<file path="src/icache_defines.svh">
`ifndef ICACHE_DEFINES_SVH
`define ICACHE_DEFINES_SVH

// geometry
`define ICACHE_INDEX_W 4 // 16 sets
`define ICACHE_WAYS 2

// fetch address fields
//   [31:8] tag
//   [7:4]  set index
//   [3:2]  word in line
`define ICACHE_OFFSET_LSB 2
`define ICACHE_INDEX_LSB 4
`define ICACHE_TAG_LSB 8

`endif

</file>
<file path="src/icache_pkg.sv">
`default_nettype none

`include "icache_defines.svh"

package icache_pkg;

    typedef logic [31:0]                  addr_t;
    typedef logic [31:0]                  word_t;
    typedef logic [127:0]                 line_t; // word n at [32n+31:32n]
    typedef logic [31:`ICACHE_TAG_LSB]    tag_t;
    typedef logic [`ICACHE_INDEX_W-1:0]   index_t;
    typedef logic [`ICACHE_WAYS-1:0]      way_vec_t; // one-hot per way

    typedef logic [1:0] cacheop_t;

    localparam cacheop_t op_tag_init  = 2'd0;
    localparam cacheop_t op_idx_inval = 2'd1;
    localparam cacheop_t op_hit_inval = 2'd2;
    localparam cacheop_t op_nop       = 2'd3;

    typedef enum logic [2:0] {
        st_idle,
        st_lookup,
        st_miss_req,
        st_miss_wait,
        st_operation,
        st_flush
    } ctrl_state_t;

endpackage

`default_nettype wire

</file>
<file path="src/icache_arrays.sv">
`timescale 1ns/1ps
`default_nettype none

`include "icache_defines.svh"

module icache_arrays
    import icache_pkg::*;
(
    input  logic     clk,
    input  logic     rstn,
    input  index_t   rd_index,    // set to read on this edge
    input  addr_t    buf_addr,
    input  way_vec_t data_we,     // refill: tag, valid and line
    input  line_t    refill_line,
    input  way_vec_t tag_inval,
    input  logic     tag_init,
    input  way_vec_t use_way,
    output way_vec_t hit,
    output word_t    hit_word,
    output logic     lru_way
);

    localparam int num_sets = 1 << `ICACHE_INDEX_W;

    tag_t  tag_mem  [`ICACHE_WAYS][num_sets];
    line_t line_mem [`ICACHE_WAYS][num_sets];

    logic [num_sets-1:0] valid_q [`ICACHE_WAYS];
    logic [num_sets-1:0] lru_q; // victim way per set

    index_t rd_index_q;
    index_t buf_index;
    tag_t   buf_tag;
    logic   [`ICACHE_INDEX_LSB-`ICACHE_OFFSET_LSB-1:0] word_sel;
    line_t  hit_line;

    assign buf_index = buf_addr[`ICACHE_TAG_LSB-1:`ICACHE_INDEX_LSB];
    assign buf_tag   = buf_addr[31:`ICACHE_TAG_LSB];
    assign word_sel  = buf_addr[`ICACHE_INDEX_LSB-1:`ICACHE_OFFSET_LSB];

    ////////////////////////////////////////////////////////////////////
    // storage
    ////////////////////////////////////////////////////////////////////

    always_ff @(posedge clk) begin
        rd_index_q <= rd_index;
    end

    always_ff @(posedge clk) begin
        for (int w = 0; w < `ICACHE_WAYS; w++) begin
            if (data_we[w]) begin
                tag_mem[w][buf_index]  <= buf_tag;
                line_mem[w][buf_index] <= refill_line;
            end else if (tag_init && (w == int'(buf_addr[0]))) begin
                tag_mem[w][buf_index]  <= '0;
            end
        end
    end

    always_ff @(posedge clk) begin
        if (!rstn) begin
            for (int w = 0; w < `ICACHE_WAYS; w++) begin
                valid_q[w] <= '0;
            end
        end else begin
            for (int w = 0; w < `ICACHE_WAYS; w++) begin
                if (data_we[w]) begin
                    valid_q[w][buf_index] <= 1'b1;
                end else if (tag_inval[w] || (tag_init && (w == int'(buf_addr[0])))) begin
                    valid_q[w][buf_index] <= 1'b0;
                end
            end
        end
    end

    // the other way becomes the victim
    always_ff @(posedge clk) begin
        if (!rstn) begin
            lru_q <= '0;
        end else if (use_way[0]) begin
            lru_q[buf_index] <= 1'b1;
        end else if (use_way[1]) begin
            lru_q[buf_index] <= 1'b0;
        end
    end

    ////////////////////////////////////////////////////////////////////
    // compare and select
    ////////////////////////////////////////////////////////////////////

    always_comb begin
        hit_line = '0;
        for (int w = 0; w < `ICACHE_WAYS; w++) begin
            hit[w] = valid_q[w][rd_index_q] && (tag_mem[w][rd_index_q] == buf_tag);
            if (hit[w]) begin
                hit_line = hit_line | line_mem[w][rd_index_q];
            end
        end
    end

    assign hit_word = hit_line[word_sel*32 +: 32];
    assign lru_way  = lru_q[buf_index];

endmodule

`default_nettype wire

</file>
<file path="src/icache_ctrl_fsm.sv">
`timescale 1ns/1ps
`default_nettype none

module icache_ctrl_fsm
    import icache_pkg::*;
(
    input  logic        clk,
    input  logic        rstn,
    input  logic        fetch_valid,
    input  logic        buf_uncached,
    input  logic        buf_op,
    input  cacheop_t    buf_opcode,
    input  addr_t       buf_addr,
    input  logic        stall,
    input  logic        flush,
    input  way_vec_t    hit,
    input  logic        lru_way,
    input  logic        mem_addr_ok,
    input  logic        mem_data_ok,
    output logic        ready,
    output logic        buf_we,
    output logic        rdata_valid,
    output logic        rdata_from_mem,
    output logic        op_ack,
    output logic        mem_req,
    output way_vec_t    data_we,
    output way_vec_t    tag_inval,
    output logic        tag_init,
    output way_vec_t    use_way
);

    ctrl_state_t state;
    ctrl_state_t next_state;
    ctrl_state_t cur_state;
    ctrl_state_t resume;     // where to go when ready is high

    logic     rstn_q;
    logic     ready_int;
    logic     miss;
    way_vec_t refill_way;
    way_vec_t idx_way;

    always_ff @(posedge clk) begin
        rstn_q <= rstn;
    end

    always_ff @(posedge clk) begin
        if (!rstn) begin
            state <= st_idle;
        end else begin
            state <= next_state;
        end
    end

    // an accepted operation spends its first cycle as the operation state
    assign cur_state = (state == st_lookup && buf_op) ? st_operation : state;

    assign miss       = ~|hit || buf_uncached; // uncached never hits
    assign refill_way = lru_way ? way_vec_t'(2'b10) : way_vec_t'(2'b01);
    assign idx_way    = buf_addr[0] ? way_vec_t'(2'b10) : way_vec_t'(2'b01);
    assign resume     = (fetch_valid && rstn_q) ? st_lookup : st_idle;

    assign ready  = ready_int & rstn_q; // low in first cycle out of reset
    assign buf_we = ready & fetch_valid;

    always_comb begin
        next_state     = cur_state;
        ready_int      = 1'b0;
        rdata_valid    = 1'b0;
        rdata_from_mem = 1'b0;
        op_ack         = 1'b0;
        mem_req        = 1'b0;
        data_we        = '0;
        tag_inval      = '0;
        tag_init       = 1'b0;
        use_way        = '0;
        case (cur_state)
            st_idle: begin
                ready_int  = 1'b1;
                next_state = resume;
            end
            st_lookup: begin
                if (flush) begin
                    // drop the pending fetch
                    ready_int  = 1'b1;
                    next_state = st_flush;
                end else if (miss) begin
                    mem_req = 1'b1;
                    if (buf_uncached) begin
                        tag_inval = hit; // stale cached copy
                    end
                    next_state = mem_addr_ok ? st_miss_wait : st_miss_req;
                end else begin
                    rdata_valid = 1'b1;
                    use_way     = hit;
                    if (stall) begin
                        next_state = st_lookup; // hold word
                    end else begin
                        ready_int  = 1'b1;
                        next_state = resume;
                    end
                end
            end
            st_miss_req: begin
                mem_req = 1'b1;
                if (mem_addr_ok) begin
                    next_state = st_miss_wait;
                end
            end
            st_miss_wait: begin
                if (mem_data_ok) begin
                    rdata_valid    = 1'b1;
                    rdata_from_mem = 1'b1;
                    ready_int      = 1'b1;
                    if (!buf_uncached) begin
                        data_we = refill_way;
                        use_way = refill_way;
                    end
                    next_state = resume;
                end
            end
            st_operation: begin
                ready_int = 1'b1;
                if (flush) begin
                    next_state = st_flush;
                end else begin
                    op_ack = 1'b1;
                    case (buf_opcode)
                        op_tag_init:  tag_init  = 1'b1;
                        op_idx_inval: tag_inval = idx_way; // way from addr bit 0
                        op_hit_inval: tag_inval = hit;
                        default: ;
                    endcase
                    next_state = resume;
                end
            end
            st_flush: begin
                // anything accepted while flush is high is discarded
                ready_int  = 1'b1;
                next_state = flush ? st_flush : resume;
            end
            default: begin
                next_state = st_idle;
            end
        endcase
    end

endmodule

`default_nettype wire

</file>
<file path="src/icache_req_buf.sv">
`timescale 1ns/1ps
`default_nettype none

module icache_req_buf
    import icache_pkg::*;
(
    input  logic     clk,
    input  logic     rstn,
    input  logic     we,       // acceptance strobe
    input  addr_t    addr,
    input  logic     uncached,
    input  logic     op,
    input  cacheop_t opcode,
    output addr_t    buf_addr,
    output logic     buf_uncached,
    output logic     buf_op,
    output cacheop_t buf_opcode
);

    // holds the accepted request until the next acceptance edge
    always_ff @(posedge clk) begin
        if (!rstn) begin
            buf_addr     <= '0;
            buf_uncached <= 1'b0;
            buf_op       <= 1'b0;
            buf_opcode   <= op_nop;
        end else if (we) begin
            buf_addr     <= addr;
            buf_uncached <= uncached;
            buf_op       <= op;
            buf_opcode   <= opcode;
        end
    end

endmodule

`default_nettype wire

</file>
<file path="src/icache_top.sv">
`timescale 1ns/1ps
`default_nettype none

`include "icache_defines.svh"

module icache_top
    import icache_pkg::*;
(
    input  logic     clk,
    input  logic     rstn,
    // pipeline side
    input  logic     fetch_valid,
    input  addr_t    fetch_addr,
    input  logic     fetch_uncached,
    input  logic     fetch_op,
    input  cacheop_t fetch_opcode,
    input  logic     stall,
    input  logic     flush,
    output logic     ready,
    output word_t    rdata,
    output logic     rdata_valid,
    output logic     op_ack,
    // memory side
    output logic     mem_req,
    output addr_t    mem_addr,
    output logic     mem_uncached,
    input  logic     mem_addr_ok,
    input  logic     mem_data_ok,
    input  line_t    mem_rdata
);

    logic     buf_we;
    addr_t    buf_addr;
    logic     buf_uncached;
    logic     buf_op;
    cacheop_t buf_opcode;
    index_t   rd_index;
    way_vec_t hit;
    word_t    hit_word;
    logic     lru_way;
    logic     rdata_from_mem;
    way_vec_t data_we;
    way_vec_t tag_inval;
    logic     tag_init;
    way_vec_t use_way;
    logic     [`ICACHE_INDEX_LSB-`ICACHE_OFFSET_LSB-1:0] word_sel;

    // new set on acceptance, otherwise keep the buffered one
    assign rd_index = buf_we ? fetch_addr[`ICACHE_TAG_LSB-1:`ICACHE_INDEX_LSB]
                             : buf_addr[`ICACHE_TAG_LSB-1:`ICACHE_INDEX_LSB];

    assign word_sel     = buf_addr[`ICACHE_INDEX_LSB-1:`ICACHE_OFFSET_LSB];
    assign mem_addr     = {buf_addr[31:`ICACHE_INDEX_LSB], {`ICACHE_INDEX_LSB{1'b0}}};
    assign mem_uncached = buf_uncached;
    assign rdata        = rdata_from_mem ? mem_rdata[word_sel*32 +: 32] : hit_word;

    icache_req_buf icache_req_buf_i (
        .clk          (clk),
        .rstn         (rstn),
        .we           (buf_we),
        .addr         (fetch_addr),
        .uncached     (fetch_uncached),
        .op           (fetch_op),
        .opcode       (fetch_opcode),
        .buf_addr     (buf_addr),
        .buf_uncached (buf_uncached),
        .buf_op       (buf_op),
        .buf_opcode   (buf_opcode)
    );

    icache_arrays icache_arrays_i (
        .clk         (clk),
        .rstn        (rstn),
        .rd_index    (rd_index),
        .buf_addr    (buf_addr),
        .data_we     (data_we),
        .refill_line (mem_rdata),
        .tag_inval   (tag_inval),
        .tag_init    (tag_init),
        .use_way     (use_way),
        .hit         (hit),
        .hit_word    (hit_word),
        .lru_way     (lru_way)
    );

    icache_ctrl_fsm icache_ctrl_fsm_i (
        .clk            (clk),
        .rstn           (rstn),
        .fetch_valid    (fetch_valid),
        .buf_uncached   (buf_uncached),
        .buf_op         (buf_op),
        .buf_opcode     (buf_opcode),
        .buf_addr       (buf_addr),
        .stall          (stall),
        .flush          (flush),
        .hit            (hit),
        .lru_way        (lru_way),
        .mem_addr_ok    (mem_addr_ok),
        .mem_data_ok    (mem_data_ok),
        .ready          (ready),
        .buf_we         (buf_we),
        .rdata_valid    (rdata_valid),
        .rdata_from_mem (rdata_from_mem),
        .op_ack         (op_ack),
        .mem_req        (mem_req),
        .data_we        (data_we),
        .tag_inval      (tag_inval),
        .tag_init       (tag_init),
        .use_way        (use_way)
    );

endmodule

`default_nettype wire

</file>
<file path="config.mk">
export PLATFORM = sky130hd
export DESIGN_NAME = icache_top
export DESIGN_NICKNAME = d
export VERILOG_FILES = /design/src/icache_pkg.sv /design/src/icache_arrays.sv /design/src/icache_ctrl_fsm.sv /design/src/icache_req_buf.sv /design/src/icache_top.sv
export VERILOG_INCLUDE_DIRS = /design/src /design/src/src
export SDC_FILE = /design/constraint.sdc
export NUM_CORES = 2
export LEC_CHECK = 0
export BUFFER_PORTS_ARGS = -buffer_cell sky130_fd_sc_hd__buf_2
export CAP_MARGIN = 20
export CORE_MARGIN = 2
export CORE_UTILIZATION = 50
export CTS_BUF_LIST = sky130_fd_sc_hd__clkbuf_8 sky130_fd_sc_hd__clkbuf_16
export CTS_CLUSTER_SIZE = 40
export DETAILED_ROUTE_END_ITERATION = 8
export PLACE_DENSITY = 0.66
export SLEW_MARGIN = 20
export SYNTH_ARGS = -nofsm -noshare
export SYNTH_HDL_FRONTEND = slang
export SYNTH_MEMORY_MAX_BITS = 65536
export SYNTH_SLANG_ARGS = --single-unit
export TNS_END_PERCENT = 20
</file>
<file path="constraint.sdc">
create_clock -name clk -period 9.77 [get_ports clk]
set_clock_uncertainty 0.15 [all_clocks]
set_input_delay 1.4655 -clock clk [delete_from_list [all_inputs] [get_ports clk]]
set_output_delay 1.4655 -clock clk [all_outputs]
set_load 0.02 [all_outputs]
</file>
* Word-level counts from Yosys, hierarchy flattened
Memory sizes are Yosys's and may differ from the RTL's.
Index checks and enable logic that the tools add are counted.
** Storage, ports and cells
- Logic and storage cells :: 1824
- Memories :: 3
- Memory bits (writable) :: 4896
- Flip-flop bits (word level) :: 60
** Memory list
- icache_arrays_i.line_mem :: words 2, bits a word 2048, read ports 2, clocked after Yosys merged registers in 0, write ports 1, RTL line icache_arrays.sv:26 : line_t line_mem [`ICACHE_WAYS][num_sets];
- icache_arrays_i.tag_mem :: words 2, bits a word 384, read ports 2, clocked after Yosys merged registers in 0, write ports 1, RTL line icache_arrays.sv:25 : tag_t tag_mem [`ICACHE_WAYS][num_sets];
- icache_arrays_i.valid_q :: words 2, bits a word 16, read ports 2, clocked after Yosys merged registers in 0, write ports 2, RTL line icache_arrays.sv:28 : logic [num_sets-1:0] valid_q [`ICACHE_WAYS];
** Operators by class
- Shifts and indexed selects :: 2
- Magnitude comparators :: 6
- Reduce and logical (&&, ||, !) cells :: 20
- Bitwise logic cells :: 841
- Multiplexer cells :: 934
- Equality and inequality tests :: 10
** Operators with widths (count)
- $mux 2048 :: 4
- $mux 384 :: 6
- $reduce_or 2048->1 :: 1
- $bmux 128 s4 :: 2
- $mux 128 :: 7
- $mux 1 :: 869
- $or 1x1->1 :: 832
- $demux 128 s4 :: 1
- $reduce_or 384->1 :: 1
- $shiftx 128x8->32 :: 2
- $bmux 24 s4 :: 2
- $or 128x128->128 :: 1
- $mux 24 :: 5
- $demux 24 s4 :: 1
- $mux 16 :: 6
- $eq 24x24->1 :: 2
- $mux 32 :: 1
- $mux 2 :: 11
- $mux 3 :: 7
- $and 16x16->16 :: 1
- $not 16->16 :: 1
- $or 16x16->16 :: 1
- $pmux 3 s5 :: 1
- $bmux 1 s4 :: 3
- 25 further kinds :: 45

* Longest topological paths before layout
- Word-level depth :: 18
- Gate-level depth with buffers :: 18
- Gate-level depth less buffers :: 10

* Cells and area by module
A second synthesis with hierarchy kept.
** Second synthesis, totals
- Cells, all modules :: 9874
- Area, all modules :: 196473.4 um^2
** Modules (own cells, without submodules)
- icache_arrays :: area each 193078.9 um^2, times used 1, cells an instance 9540, seq. area each 143417.5 um^2
- icache_top :: area each 1552.7 um^2, times used 1, cells an instance 155, seq. area each 0.0 um^2
- icache_req_buf :: area each 1383.8 um^2, times used 1, cells an instance 115, seq. area each 720.7 um^2
- icache_ctrl_fsm :: area each 457.9 um^2, times used 1, cells an instance 64, seq. area each 80.1 um^2

* Worst setup path after synthesis
No wires, ideal clock.
- Path kind :: register -> register
- Start point :: register icache_req_buf_i.buf_addr[4]
- End point :: memory icache_arrays_i.line_mem[0][0] (netlist bit) (enable)
- Arrival :: 7754 ps
- Clock period less this slack :: 8522 ps
- Slack :: 1248 ps
- Stages on the path, launching flop included :: 8
- Required time :: 9003 ps
- Cell sequence :: dfxtp_1 -> buf_1 -> mux4_2 -> mux4_2 -> or3_1 -> clkbuf_1 -> clkbuf_1 -> nor2_1
** On the way
- Longest elaborated chain between the ends :: 10
** RTL lines
- start, declared :: RTL line icache_req_buf.sv:14 : output addr_t buf_addr,
- start signal, assigned :: RTL line icache_req_buf.sv:28 : buf_addr <= addr;
- $bmux 1 s4 :: RTL line icache_arrays.sv:102 : assign lru_way = lru_q[buf_index];
- $mux 1 (not written as such) :: RTL line icache_arrays.sv:102
- $mux 2 :: RTL line icache_ctrl_fsm.sv:59 : assign refill_way = lru_way ? way_vec_t'(2'b10) : way_vec_t'(2'b01);
- $mux 2 :: RTL line icache_ctrl_fsm.sv:115 : if (!buf_uncached) begin
- $mux 2 :: RTL line icache_ctrl_fsm.sv:111 : if (mem_data_ok) begin
- $mux 2 :: RTL line icache_ctrl_fsm.sv:77 : case (cur_state)
- $mux 1 :: RTL line icache_arrays.sv:51 : if (data_we[w]) begin
- $mux 2048 (not written as such) :: RTL line icache_arrays.sv:53 : line_mem[w][buf_index] <= refill_line;
- $reduce_or 2048->1 (no line)
- $mux 1 (no line) / $mux 2048 (equally long branches)
- end, declared :: RTL line icache_arrays.sv:26
Several ways; a longest one is shown, not always the timed one. The select of a mux whose other input is x is not followed.

* Worst setup path after layout
- Start point :: register icache_arrays_i.rd_index_q[2]
- End point :: output port rdata[27]
** On the way
- Longest elaborated chain between the ends :: 11
** RTL lines
- start, declared :: RTL line icache_arrays.sv:31 : index_t rd_index_q;
- start signal, assigned :: RTL line icache_arrays.sv:46 : rd_index_q <= rd_index;
- $not 4->5 (not written as such) :: RTL line icache_arrays.sv:94, icache_arrays.sv:96
- $bmux 24 s4 :: RTL line icache_arrays.sv:94 : hit[w] = valid_q[w][rd_index_q] && (tag_mem[w][rd_index_q] == buf_tag);
- $mux 24 (not written as such) (2 in series) :: RTL line icache_arrays.sv:94
- $eq 24x24->1 :: RTL line icache_arrays.sv:94
- $logic_and 1x1->1 :: RTL line icache_arrays.sv:94
- $mux 128 :: RTL line icache_arrays.sv:95 : if (hit[w]) begin
- $or 128x128->128 :: RTL line icache_arrays.sv:96 : hit_line = hit_line | line_mem[w][rd_index_q];
- $mux 128 * :: RTL line icache_arrays.sv:95
- $shiftx 128x8->32 * :: RTL line icache_arrays.sv:101 : assign hit_word = hit_line[word_sel*32 +: 32];
- $mux 32 * :: RTL line icache_top.sv:55 : assign rdata = rdata_from_mem ? mem_rdata[word_sel*32 +: 32] : hit_word;
- end, declared :: RTL line icache_top.sv:20 : output word_t rdata,
Every way passes the cells marked *; elsewhere a longest branch is shown, timed or not. The select of a mux whose other input is x is not followed.

==> impl_results.md <==
* Initial DRT Pass Iterations at 9
* Gr ovfl total at 0
* Area taken by multi-input logic gates at 0.04952 mm^2
* Switching power at 9943 uW
* Die ar. at between 0.3 and 0.4 mm^2
* Pin count of the biggest net entering global routing at around 140
* Number of fillers in the final layout at between 20k and 30k
* Post-DR vias/cell at between 6 and 7
* Max H-tree Level at 6
* Clock sink count at about 5.0k
* Utilization after layout at approximately 56%
* Number of global-route vias before repair at 105.5k
* Distinct cells, synth at 90
* Root Buffer: clkbuf_16
* Clk pwr share at between 40% and 50%
* Post-layout nets at between 10k and 15k
* Residual DRC at 0
* TritonCTS clock tree: built
* Worst-Margin Slew at 1640 ps
* YS warnings at 0
* Register-to-register setup slack at 2850 ps
* Internal power at between 30,000 and 40,000 uW
* DRT iter0 DRCs at 15.13k
* CP cell instances: buf_12 -> mux4_2 -> mux2i_1 -> a211oi_1 -> xor2_1 -> a211o_1 -> nor4_4 -> nand4_1 -> buf_4 -> nor2_4 -> a211oi_1 -> a211oi_1 -> buf_4 -> buf_2
* Worst setup path class: reg2out
* Max Root-Sink Buffers at 4
* Core Rows at 230
* Pwr Density at a little over 200 mW/mm^2
* CTS Hold Bufs at 0
* Final hold violations at 0
* Initial Util at between 50% and 60%
* Startpoint types: flop
* FF-to-FF path depth at 13
* Post-CTS Setup Inserts at 0
* Pre-CTS WS at ~1600 ps
* Achievable Freq at 106.8 MHz
* Async S/R FF share, synth at 0%
* Area of the core at around 0.39 mm^2
* I/O Buffers at around 230
* Cell with the most instances on the worst path: a211oi_1
* CP max-delay cell: dfxtp_4
* Worst r2r src: icache_arrays_i.rd_index_q[2]$_DFF_P_
* CTS buffer count at 518
* Worst Hold End: icache_arrays_i.tag_mem[1][338]$_SDFFE_PP0P_
* Reg2reg end: icache_req_buf_i.buf_addr[3]$_SDFFE_PN0P_
* Top delay family on crit path: compound AO/OA/AOI/OAI gates
* Clock transition at the registers of the reported paths at around 60 ps
* WL final at approximately 560 mm
* Worst vdd ir at 0.1979 mV
* Syn_area_per_cell at around 19 um^2
* Slew Limit Fails at 30
* Final min period at 9362 ps
* Final period utilization at 95.83%
* Largest fanout on the critical path at 97
* Die Ht at 631.6 um
* Worst path bufs/invs at 4
* Ports at 240
* Seq/Total Area, Yosys at about 73%
* Wire length per cell at around 35 um
* Combinational share of power at between 6 and 7%
* Most used DFF post-synth: edfxtp_1
* Post-DP HPWL at 285.4 mm
* Flop pwr share at around half
* Max Cap Viol at 0
* LEAKAGE at 0.06941 uW
* Global-route usage over all layers at between 20% and 30%
* Hold WC Path Type: reg2reg
* Final WS setup at 407.7 ps
* Slowest stage delay, CP at around 950 ps
* Worst Path Required at roughly 8200 ps
* Hold_sp: icache_arrays_i.tag_mem[1][338]$_SDFFE_PP0P_
* Post-synthesis register bit count at 4,955
* Worst-skew pair later-pin latency at 1020 ps
* Synthesis-to-finish area growth at 12.05%
* Setup tns final at 0 ps
* Failing checks: slew limit
* Worst endpoint data arrival time at 7750 ps
* Post-synthesis cell area at a little under 0.2 mm^2
* Layout cells sized above 1 at about a quarter
* Post-synth EDFFs at 4,496
* Routability cong. at around 0.83
* Switching Fraction at between 20% and 30%
* Cts repair resizes at 0
* Mapped Cells at ~10k
* RSZ-0062 raised after global routing: no
* Vias at approximately 110k
* First-pass GRT wire length at around 790 mm
* Final setup fails at 0
* Post-DRT Antenna Nets at 0
* Storage element area at approximately 0.14 mm^2
* Status: finished, violations left
* Initial antenna violation count at 88
* Die width at about 630 um
* Critical Path End Type: output pin
* Max_slew headroom at -9.302%
* Min-Delay Path Depth at 2
==> power groups by stage <==
stage               combinational [uW]  sequential (uW)  clock, uW
floorplan                         2080            23600          0
global placement                  3010            23600          0
detailed placement                3060            23600          0
CTS                               3070            23200      18900
global route                      3240            23100      19700
finish                            3060            23200      18700
==> cell families (layout without fill, tap and decap cells) <==
logic type                 after synthesis  count (layout)  synth area share [%]
buffers and inverters                  796            1485                 1.845
DFF                                   4955            4955                 73.22
other                                    1              65              0.001904
and+or+nand+nor                       1699            1699                 4.004
xor gates and xnor gates                55              55                0.2446
AOI/OAI and AO/OA                      974             974                 3.080
muxes                                 1708            1708                 17.59
adders and majority gates                3               3               0.01906
==> cells in the mapped netlist, types with 24 or more instances <==
library cell / n / area [um^2]
mux2i_1: 253 / 2532
a21oi_1: 555 / 2778
inv_1: 39 / 146.4
nor2_1: 134 / 503.0
o31ai_1: 36 / 270.3
mux2_2: 59 / 664.4
a211oi_1: 50 / 375.4
nand3b_1: 25 / 187.7
and2_1: 237 / 1483
nor3_1: 38 / 190.2
mux4_2: 1396 / 31440
buf_4: 69 / 518.0
xnor2_1: 29 / 254.0
buf_1: 100 / 375.4
dfxtp_1: 459 / 9189
o221ai_1: 25 / 219.0
xor2_1: 26 / 227.7
nand2_1: 982 / 3686
nor2b_1: 140 / 875.8
a31o_2: 24 / 210.2
buf_2: 158 / 790.8
nand3_1: 32 / 160.2
o21ai_0: 74 / 370.4
clkbuf_1: 390 / 1464
edfxtp_1: 4496 / 135000
==> how the worst max path moves through the flow <==
stage                     depth (start not counted)                                       end                                      start  slack, ps
after floorplan                                   7  icache_arrays_i.line_mem[0][0]$_DFFE_PP_  icache_req_buf_i.buf_addr[4]$_SDFFE_PN0P_       1250
after global placement                           13                                 rdata[16]      icache_arrays_i.rd_index_q[2]$_DFF_P_       1370
after detailed placement                         14                                 rdata[27]      icache_arrays_i.rd_index_q[0]$_DFF_P_       1610
after CTS                                        14                                 rdata[27]      icache_arrays_i.rd_index_q[0]$_DFF_P_        470
after global routing                             15                                 rdata[27]      icache_arrays_i.rd_index_q[0]$_DFF_P_        280
final                                            14                                 rdata[27]      icache_arrays_i.rd_index_q[2]$_DFF_P_        410
==> layout by cell type, fill, tap and decap left out, drive strengths merged, types with 25 or more instances in the layout <==
master  count
a211oi     50
a21oi     555
and2      240
buf       516
clkbuf    548
clkinv    172
dfxtp     459
diode      61
edfxtp   4496
inv       225
mux2       59
mux2i     253
mux4     1396
nand2     982
nand3      32
nand3b     25
nor2      137
nor2b     140
nor3       38
o21ai      76
o221a      32
o221ai     25
o31ai      36
xnor2      29
xor2       26
==> registers in the layout, indices dropped and copies added (netlist names), named ones only <==
signal                         flops
icache_arrays_i.tag_mem          768
icache_arrays_i.line_mem        4096
icache_arrays_i.valid_q           32
icache_req_buf_i.buf_addr         31
icache_req_buf_i.buf_opcode        2
icache_ctrl_fsm_i.rstn_q           1
icache_req_buf_i.buf_op            1
icache_ctrl_fsm_i.state            3
icache_arrays_i.rd_index_q         4
icache_req_buf_i.buf_uncached      1
==> layer usage <==
layer	part of all wire, %	GRT usage (%)
met1	38	38.62
met2	48	44.52
met3	10	4.991
met4	4.5	10.94
met5	0.021	0
==> stage by stage <==
stage	hold WS (ps)	total power, uW	instance area (um^2)	instances
after global routing	318.5	46100	220600	16140
after detailed placement	295.0	26670	204500	15190
after global placement	288.0	26610	204500	15190
after CTS	302.8	45150	220500	16100
after floorplan	281.8	25650	197000	10190
final	302.3	44930	220700	16160
==> layout make-up <==
class | instances | share of cell area (%)
antenna | 61 | 0.06917
clock buffer | 547 | 6.126
clock inverter | 362 | 1.136
inverter | 59 | 0.1593
multi-input combinational | 4443 | 22.44
sequential | 4955 | 65.35
tap | 5220 | 2.960
timing repair buffer | 517 | 1.760
==> worst reg2reg max path, delay by kind of cell (launching register included) <==
| kind | cells | cell delay (ps) |
|---|---|---|
| AND/OR/NAND/NOR | 4 | 2570 |
| multiplexers | 3 | 840 |
| AO/OA/AOI/OAI | 2 | 800 |
| flip-flops | 1 | 950 |
| XOR/XNOR | 1 | 170 |
| buffers and inverters | 3 | 1350 |
Note: power is estimated with default switching activity, not from simulation.
